`config.mk`:
```
export PLATFORM = sky130hd
export DESIGN_NAME = calculator_top
export DESIGN_NICKNAME = d
export VERILOG_FILES = /design/src/hw/calc_pkg.sv /design/src/hw/calc_alu.sv /design/src/hw/keypad_scanner.sv /design/src/hw/calc_controller.sv /design/src/hw/calculator_top.sv
export VERILOG_INCLUDE_DIRS = /design/src /design/src/include
export SDC_FILE = /design/constraint.sdc
export NUM_CORES = 1
export LEC_CHECK = 0
export ABC_AREA = 0
export BUFFER_PORTS_ARGS = -buffer_cell sky130_fd_sc_hd__buf_2
export CAP_MARGIN = 20
export CELL_PAD_IN_SITES_DETAIL_PLACEMENT = 1
export CELL_PAD_IN_SITES_GLOBAL_PLACEMENT = 1
export CORE_MARGIN = 2
export CORE_UTILIZATION = 49
export DETAILED_ROUTE_END_ITERATION = 8
export PLACE_DENSITY_LB_ADDON = 0.25
export SLEW_MARGIN = 0
export SYNTH_ARGS = -nofsm -noshare
export SYNTH_HDL_FRONTEND = slang
export SYNTH_SLANG_ARGS = --single-unit
```
`constraint.sdc`:
```
create_clock -name clk -period 8.7 [get_ports clk]
set_clock_uncertainty 0.2 [all_clocks]
set_input_delay 1.74 -clock clk [delete_from_list [all_inputs] [get_ports clk]]
set_output_delay 1.74 -clock clk [all_outputs]
set_load 0.1 [all_outputs]
```
`src/include/calc_defines.svh`:
```
`ifndef CALC_DEFINES_SVH
`define CALC_DEFINES_SVH

// cycles each keypad column stays driven low
// 50000 cycles is 1 ms at 50 MHz
`define CALC_SCAN_CYCLES 50000

// stable cycles needed before a press or a release is believed
// 500000 cycles is 10 ms at 50 MHz
`define CALC_DEBOUNCE_CYCLES 500000

// operand, accumulator and display width
`define CALC_WIDTH 16

// keypad geometry
`define CALC_KEYPAD_ROWS 4
`define CALC_KEYPAD_COLS 4

`endif

```
`src/hw/calc_pkg.sv`:
```
package calc_pkg;

    // what kind of key the scanner has decoded
    typedef enum logic [2:0] {
        KEY_DIGIT  = 3'd0,  // 0 to 9, value on key_digit
        KEY_OP     = 3'd1,  // add, subtract or multiply on key_op
        KEY_EQUAL  = 3'd2,  // evaluate pending operation
        KEY_CLEAR  = 3'd3,  // pound key, wipes the calculator
        KEY_NEGATE = 3'd4   // minus-symbol key, flips sign of entry
    } key_class_t;

    // arithmetic operation, also the latched pending operator
    typedef enum logic [1:0] {
        OP_NONE = 2'd0,  // nothing pending
        OP_ADD  = 2'd1,
        OP_SUB  = 2'd2,
        OP_MUL  = 2'd3   // low half of product kept
    } calc_op_t;

    // keypad scanner FSM
    typedef enum logic [2:0] {
        SCAN             = 3'd0,  // walk the low column across the keypad
        PRESS_DEBOUNCE   = 3'd1,  // column frozen, count stable pressed cycles
        HOLD             = 3'd2,  // key_valid high until the controller acks
        WAIT_RELEASE     = 3'd3,  // wait for every row to read high
        RELEASE_DEBOUNCE = 3'd4   // count stable released cycles
    } scan_state_t;

endpackage

```
`src/hw/calc_alu.sv`:
```
`include "calc_defines.svh"

module calc_alu (
    input  logic signed [`CALC_WIDTH-1:0] a,       // accumulator
    input  logic signed [`CALC_WIDTH-1:0] b,       // current entry
    input  calc_pkg::calc_op_t            op,      // pending operator
    output logic signed [`CALC_WIDTH-1:0] result
);
    import calc_pkg::*;

    localparam int W = `CALC_WIDTH;

    logic signed [W-1:0] product;  // low half of the full product, wraps
    logic signed [W-1:0] sum;
    logic signed [W-1:0] diff;

    assign product = a * b;
    assign sum     = a + b;  // wraps
    assign diff    = a - b;  // wraps

    always_comb begin
        case (op)
            OP_ADD:  result = sum;
            OP_SUB:  result = diff;
            OP_MUL:  result = product;
            default: result = b;  // nothing pending, pass entry through
        endcase
    end

endmodule

```
`src/hw/keypad_scanner.sv`:
```
`include "calc_defines.svh"

module keypad_scanner #(
    parameter int SCAN_CYCLES     = `CALC_SCAN_CYCLES,     // cycles per column
    parameter int DEBOUNCE_CYCLES = `CALC_DEBOUNCE_CYCLES  // stable cycles to accept
) (
    input  logic                         clk,
    input  logic                         nRST,       // async, active low
    input  logic [`CALC_KEYPAD_ROWS-1:0] row_in,     // pulled up rows
    output logic [`CALC_KEYPAD_COLS-1:0] col_out,    // one column low at a time
    output logic                         key_valid,  // level, held until acked
    input  logic                         key_ack,    // strobe from controller
    output calc_pkg::key_class_t         key_class,
    output logic [3:0]                   key_digit,
    output calc_pkg::calc_op_t           key_op
);
    import calc_pkg::*;

    localparam int ROWS   = `CALC_KEYPAD_ROWS;
    localparam int COLS   = `CALC_KEYPAD_COLS;
    localparam int COL_W  = $clog2(COLS);
    localparam int SCAN_W = $clog2(SCAN_CYCLES + 1);
    localparam int DEB_W  = $clog2(DEBOUNCE_CYCLES + 1);

    scan_state_t       state;
    logic [COL_W-1:0]  col_idx;      // column currently driven low
    logic [SCAN_W-1:0] scan_timer;   // cycles spent on this column
    logic [DEB_W-1:0]  deb_cnt;      // shared by press and release debounce
    logic [ROWS-1:0]   row_meta;     // first synchronizer stage
    logic [ROWS-1:0]   row_sync;     // second stage, safe to use
    logic              row_pressed;  // some row reads low
    logic              scan_last;    // last cycle on this column
    logic              deb_last;     // debounce count about to complete
    logic              press_done;   // press accepted this cycle
    logic [3:0]        key_idx;      // row * 4 + col
    key_class_t        dec_class;
    logic [3:0]        dec_digit;
    calc_op_t          dec_op;

    // first low row wins, loop runs downward so the lowest index is assigned last
    function automatic logic [3:0] encode_key(input logic [ROWS-1:0] row,
                                              input logic [COL_W-1:0] col);
        logic [3:0] idx;
        idx = 4'hE;  // never used, a low row is guaranteed here
        for (int r = ROWS - 1; r >= 0; r--) begin
            if (!row[r])
                idx = 4'(r * COLS) + 4'(col);
        end
        return idx;
    endfunction

    // two flops on the rows, idle level is high
    always_ff @(posedge clk or negedge nRST) begin
        if (!nRST) begin
            row_meta <= '1;
            row_sync <= '1;
        end else begin
            row_meta <= row_in;
            row_sync <= row_meta;
        end
    end

    assign row_pressed = ~&row_sync;
    assign scan_last   = (scan_timer == SCAN_W'(SCAN_CYCLES - 1));
    assign deb_last    = (deb_cnt == DEB_W'(DEBOUNCE_CYCLES - 1));
    assign press_done  = (state == PRESS_DEBOUNCE) && row_pressed && deb_last;
    assign key_valid   = (state == HOLD);

    always_ff @(posedge clk or negedge nRST) begin
        if (!nRST) begin
            state      <= SCAN;
            col_idx    <= '0;
            scan_timer <= '0;
            deb_cnt    <= '0;
        end else begin
            case (state)
                SCAN: begin
                    if (row_pressed) begin  // freeze column, start counting
                        state      <= PRESS_DEBOUNCE;
                        scan_timer <= '0;
                        deb_cnt    <= '0;
                    end else if (scan_last) begin
                        scan_timer <= '0;
                        col_idx    <= col_idx + 1'b1;  // wraps after last column
                    end else begin
                        scan_timer <= scan_timer + 1'b1;
                    end
                end
                PRESS_DEBOUNCE: begin
                    if (!row_pressed) begin  // bounce or stale row, start over
                        state   <= SCAN;
                        deb_cnt <= '0;
                    end else if (deb_last) begin
                        state   <= HOLD;
                        deb_cnt <= '0;
                    end else begin
                        deb_cnt <= deb_cnt + 1'b1;
                    end
                end
                HOLD: begin
                    if (key_ack)
                        state <= WAIT_RELEASE;  // key_valid drops here
                end
                WAIT_RELEASE: begin
                    if (!row_pressed) begin
                        state   <= RELEASE_DEBOUNCE;
                        deb_cnt <= '0;
                    end
                end
                RELEASE_DEBOUNCE: begin
                    if (row_pressed) begin  // still bouncing
                        state   <= WAIT_RELEASE;
                        deb_cnt <= '0;
                    end else if (deb_last) begin
                        state   <= SCAN;
                        deb_cnt <= '0;
                    end else begin
                        deb_cnt <= deb_cnt + 1'b1;
                    end
                end
                default: state <= SCAN;
            endcase
        end
    end

    assign key_idx = encode_key(row_sync, col_idx);

    // key map, row major from the top left
    always_comb begin
        dec_class = KEY_DIGIT;
        dec_digit = 4'd0;
        dec_op    = OP_NONE;
        case (key_idx)
            4'h0: dec_digit = 4'd1;
            4'h1: dec_digit = 4'd2;
            4'h2: dec_digit = 4'd3;
            4'h3: begin dec_class = KEY_OP; dec_op = OP_ADD; end
            4'h4: dec_digit = 4'd4;
            4'h5: dec_digit = 4'd5;
            4'h6: dec_digit = 4'd6;
            4'h7: begin dec_class = KEY_OP; dec_op = OP_SUB; end
            4'h8: dec_digit = 4'd7;
            4'h9: dec_digit = 4'd8;
            4'hA: dec_digit = 4'd9;
            4'hB: begin dec_class = KEY_OP; dec_op = OP_MUL; end
            4'hC: dec_class = KEY_EQUAL;
            4'hD: dec_digit = 4'd0;
            4'hE: dec_class = KEY_CLEAR;   // pound
            4'hF: dec_class = KEY_NEGATE;  // minus symbol
            default: ;
        endcase
    end

    // key fields captured once, stable for all of HOLD
    always_ff @(posedge clk) begin
        if (press_done) begin
            key_class <= dec_class;
            key_digit <= dec_digit;
            key_op    <= dec_op;
        end
    end

    always_comb begin
        col_out          = '1;
        col_out[col_idx] = 1'b0;  // active low column drive
    end

endmodule

```
`src/hw/calc_controller.sv`:
```
`include "calc_defines.svh"

module calc_controller (
    input  logic                          clk,
    input  logic                          nRST,           // async, active low
    input  logic                          key_valid,      // level from scanner
    output logic                          key_ack,        // one cycle strobe
    input  calc_pkg::key_class_t          key_class,
    input  logic [3:0]                    key_digit,
    input  calc_pkg::calc_op_t            key_op,
    output logic signed [`CALC_WIDTH-1:0] display_value,
    output logic                          result_valid    // pulses once per equal
);
    import calc_pkg::*;

    localparam int W = `CALC_WIDTH;
    localparam logic signed [W-1:0] TEN = W'(10);

    logic signed [W-1:0] entry;        // operand being typed
    logic signed [W-1:0] acc;          // running result
    calc_op_t            pend_op;      // operator waiting for its right operand
    logic                show_result;  // display shows acc instead of entry
    logic                valid_seen;   // key_valid one cycle ago
    logic signed [W-1:0] alu_result;
    logic signed [W-1:0] digit_ext;
    logic signed [W-1:0] entry_digit;  // entry with the new digit appended

    calc_alu u_alu (
        .a      (acc),
        .b      (entry),
        .op     (pend_op),
        .result (alu_result)
    );

    // ack on the rising edge of key_valid only
    always_ff @(posedge clk or negedge nRST) begin
        if (!nRST)
            valid_seen <= 1'b0;
        else
            valid_seen <= key_valid;
    end

    assign key_ack = key_valid && !valid_seen;

    assign digit_ext   = {{(W - 4){1'b0}}, key_digit};
    assign entry_digit = entry * TEN + digit_ext;  // wraps to W bits

    always_ff @(posedge clk or negedge nRST) begin
        if (!nRST) begin
            entry        <= '0;
            acc          <= '0;
            pend_op      <= OP_NONE;
            show_result  <= 1'b0;
            result_valid <= 1'b0;
        end else begin
            result_valid <= 1'b0;  // strobe default
            if (key_ack) begin
                case (key_class)
                    KEY_DIGIT: begin
                        if (show_result)
                            entry <= digit_ext;  // fresh number after a result
                        else
                            entry <= entry_digit;
                        show_result <= 1'b0;
                    end
                    KEY_NEGATE: begin
                        if (show_result)
                            entry <= -acc;  // result becomes the new entry
                        else
                            entry <= -entry;
                        show_result <= 1'b0;
                    end
                    KEY_OP: begin
                        // alu passes entry through when nothing is pending
                        if (!show_result)
                            acc <= alu_result;
                        pend_op     <= key_op;
                        entry       <= '0;
                        show_result <= 1'b0;
                    end
                    KEY_EQUAL: begin
                        acc          <= alu_result;
                        entry        <= alu_result;  // a following op chains on it
                        pend_op      <= OP_NONE;
                        show_result  <= 1'b1;
                        result_valid <= 1'b1;
                    end
                    KEY_CLEAR: begin
                        entry       <= '0;
                        acc         <= '0;
                        pend_op     <= OP_NONE;
                        show_result <= 1'b0;
                    end
                    default: ;
                endcase
            end
        end
    end

    assign display_value = show_result ? acc : entry;

endmodule

```
`src/hw/calculator_top.sv`:
```
`include "calc_defines.svh"

module calculator_top #(
    parameter int SCAN_CYCLES     = `CALC_SCAN_CYCLES,
    parameter int DEBOUNCE_CYCLES = `CALC_DEBOUNCE_CYCLES
) (
    input  logic                          clk,
    input  logic                          nRST,           // async, active low
    input  logic [`CALC_KEYPAD_ROWS-1:0]  row_in,         // keypad rows, pulled up
    output logic [`CALC_KEYPAD_COLS-1:0]  col_out,        // keypad columns
    output logic signed [`CALC_WIDTH-1:0] display_value,
    output logic                          result_valid
);
    import calc_pkg::*;

    // scanner to controller handshake
    logic       key_valid;
    logic       key_ack;
    key_class_t key_class;
    logic [3:0] key_digit;
    calc_op_t   key_op;

    keypad_scanner #(
        .SCAN_CYCLES     (SCAN_CYCLES),
        .DEBOUNCE_CYCLES (DEBOUNCE_CYCLES)
    ) u_scanner (
        .clk       (clk),
        .nRST      (nRST),
        .row_in    (row_in),
        .col_out   (col_out),
        .key_valid (key_valid),
        .key_ack   (key_ack),
        .key_class (key_class),
        .key_digit (key_digit),
        .key_op    (key_op)
    );

    calc_controller u_controller (
        .clk           (clk),
        .nRST          (nRST),
        .key_valid     (key_valid),
        .key_ack       (key_ack),
        .key_class     (key_class),
        .key_digit     (key_digit),
        .key_op        (key_op),
        .display_value (display_value),
        .result_valid  (result_valid)
    );

endmodule

```
==> results.cfg <==
[timing]
rsz0062_at_grt = no
slew_headroom = 0.331
finalCritPeriodShare = 0.759
finalSetupViolCount = 0
hold_viol = 0
setup_tns_ns = 0
drv_slew = 0
max_freq_ghz = 0.151
tightest_slew_ns = 1.00
post-route-min-period_ns = 6.60

[critical_path]
cp-startpoint = u_controller.entry[5]
crit_end = u_controller.acc[15]
rr_startpoint = u_controller.entry[5]
r2r-end = u_controller.acc[15]
required_ns = 8.76
critical_path.max_stage_delay_ns = 0.77
worstSetupStartpointType = flop
critPathArrivalTime_ns = 6.66
reg2reg_depth = 19
crit_path_cell_trace = and2_1, fa_1, inv_1, fa_1, inv_1, fa_1, fa_1, inv_1, fa_1, fa_1, xor2_1, xnor2_1, xnor2_1, xnor2_1, xnor3_1, xnor2_1, a22oi_1, and2_1, o41ai_2
crit_path_end_kind = flop
r2r_setup_slack_ns = 2.10
crit_slowest_cell = dfrtp_1
cp_common_cell = fa_1
path_class = reg -> reg
cp_max_fo = 21

[final_layout]
syn2layout_area_growth_pct = 5.26
layout.cells.non_filler = 1723
layout.nets = 1601
multiInputGateArea_um2 = 8480
drive_above_1_share = 0.0712
final-seq-area_um2 = 2410
fill_cells = 2925
antennaDiodeCount = 0

[grt]
grt_max_degree = 60
grt_pass1_wl_um = 58500
grt_pass1_vias = 11025
gr-total-overflow = 0
antenna_found_initial = 0
gr-usage-all-layers = 0.289

[synth]
synth.net_count = 1628
syn_area_um2 = 11800
netlist_instances = 1426
ys.flop_type = dfrtp_1
yosysTopAreaCellShare = 0.163
synth.most_common_cell = nand2_1
ys_seq_area_frac = 0.204
synth_edf_count = 9
synthTopCellsByCount = nand2_1, inv_1, nor2_1, ha_1, xnor2_1
synth_cell_types = 79
synth_area_leaders = dfrtp_1, fa_1, ha_1
synth_area_per_cell_um2 = 8.29
ys_warn_count = 0
synthArstFlopShare = 0.904
synth_seq_cells = 94
netlist.top_cell.by_area = dfrtp_1

[drt]
drc = 0
vias_per_cell = 5.89
via_count = 10146
postRouteAntennaNets = 0
wl_per_cell_um = 20.8
wirelength_um = 35800
dr.pass1.iters = 7
first_iter_violations = 596

[power]
seq_power_share = 0.495
power_density_nw_per_um2 = 77.9
power_switching_share = 0.287
internal_power_mw = 0.691
clkPwrFrac = 0.415
pwr-share-comb = 0.089
peakVddDrop_mv = 0.114
p_sw_mw = 0.278
p_leak_nw = 5.77

[cts]
cts_resized = 0
clock_path_buffers = 2
cts.clk_slew.worst_paths_ns = 0.08
cts_tree = yes
clock_latency_ns = 0.36
cts.sinks = 94
numCtsBuffers = 9
cts-root-buf = clkbuf_16
htreeDepth = 3
post_cts_buffers = 0
postCtsHoldBufs = 0

[die]
start_util = 0.502
io_pins = 27
die_y_um = 159
row_count = 56
die-area_um2 = 25400
die_w_um = 159
core_area_um2 = 23500

[run]
cap_violations = 0

[placement]
gp_congestion = 0.889
hpwl_um = 26800
port_buffers = 26
dpl.cell_count = 1707

[status]
status = complete, no violations

[hold_path]
hold_class = reg -> reg
worst min path at each step:
stage | from | end | slack (ns) | cells past startpoint
final | u_scanner.row_meta[1] | u_scanner.row_sync[1] | 0.16 | 0
after global routing | u_scanner.row_meta[1] | u_scanner.row_sync[1] | 0.16 | 0
after CTS | u_scanner.row_meta[1] | u_scanner.row_sync[1] | 0.16 | 0
after detailed placement | u_scanner.row_meta[1] | u_scanner.row_sync[1] | 0.15 | 0
after global placement | u_scanner.row_meta[1] | u_scanner.row_sync[1] | 0.15 | 0
after floorplan | u_scanner.row_meta[0] | u_scanner.row_sync[0] | 0.15 | 0
layer usage:
layer,vias to the layer above,wire length (um),GRT usage
met2,248,17800,0.512
met5,-,0,0
met4,0,1290,0.111
met1,5142,15200,0.367
li1,4683,-,-
met3,73,1590,0.0263
cells by family (layout without fill, tap and decap cells):
| logic type | count (synthesis) | after routing | share of synthesized area |
|---|---|---|---|
| and+or+nand+nor | 490 | 490 | 0.199 |
| DFF | 94 | 94 | 0.204 |
| AOI/OAI and AO/OA | 251 | 251 | 0.142 |
| xor gates and xnor gates | 132 | 132 | 0.0990 |
| adders and majority gates | 196 | 196 | 0.260 |
| buffers and inverters | 243 | 221 | 0.0785 |
| muxes | 20 | 20 | 0.0184 |
through the flow:
stage                     instance area [um2]  power (mW)  hold slack, ns  utilization  worst slack [ns]
after global placement                  12100       0.565           0.147        0.516              2.39
after floorplan                         11800       0.543           0.145            -              2.60
after global routing                    12400        1.00           0.164        0.528              1.92
after detailed placement                12200       0.574           0.149        0.516              2.21
final                                   12400       0.969           0.157        0.528              2.10
after CTS                               12400       0.971           0.158        0.528              2.16
critical path: cells and delay by family, from the launching register on:
kind / cells / cell delay [ns]
xor+xnor: 6 / 1.31
fa+ha+maj: 6 / 3.03
simple gates: 2 / 0.60
flops: 1 / 0.77
compound gates: 2 / 0.39
buf+inv: 3 / 0.17
power groups by stage:
stage | logic, mW | registers [mW] | clock network, mW
2_1_floorplan | 0.0694 | 0.473 | 0
3_3_place_gp | 0.0797 | 0.485 | 0
3_5_place_dp | 0.0870 | 0.487 | 0
4_1_cts | 0.0881 | 0.479 | 0.404
5_1_grt | 0.0986 | 0.482 | 0.422
6_report | 0.0866 | 0.480 | 0.403
cells in the final DEF, fill, tap and decap left out, types with 11 or more instances in the layout:
cell type    n
nand2_1    164
inv_1      163
nor2_1     119
ha_1       114
xnor2_1     90
fa_1        82
o21ai_0     76
dfrtp_1     76
and2_1      59
a21oi_1     53
xor2_1      41
nor3_1      28
buf_2       25
nand3_1     20
nor2b_1     20
and3_1      18
buf_4       16
mux2_2      14
nand2b_1    14
o22ai_1     14
or3_1       12
a31oi_1     11
layout make-up:
class | instances | share of cell area
inverters | 164 | 0.0495
clock buffers | 10 | 0.0192
well taps | 319 | 0.0321
clock inverters | 6 | 0.00402
repair buffers | 41 | 0.0197
flip-flops and latches | 94 | 0.194
multi-input cells | 1089 | 0.682
registers in the layout (all words and copies together) (netlist names):
signal	cells
u_scanner.deb_cnt	19
u_controller.acc	16
u_controller.entry	16
u_scanner.scan_timer	16
u_scanner.key_digit	4
u_scanner.row_meta	4
u_scanner.row_sync	4
u_scanner.key_class	3
u_scanner.state	3
u_controller.pend_op	2
u_scanner.col_idx	2
u_scanner.key_op	2
u_controller.result_valid	1
u_controller.show_result	1
u_controller.valid_seen	1
Power figures use the tool's default switching activity.
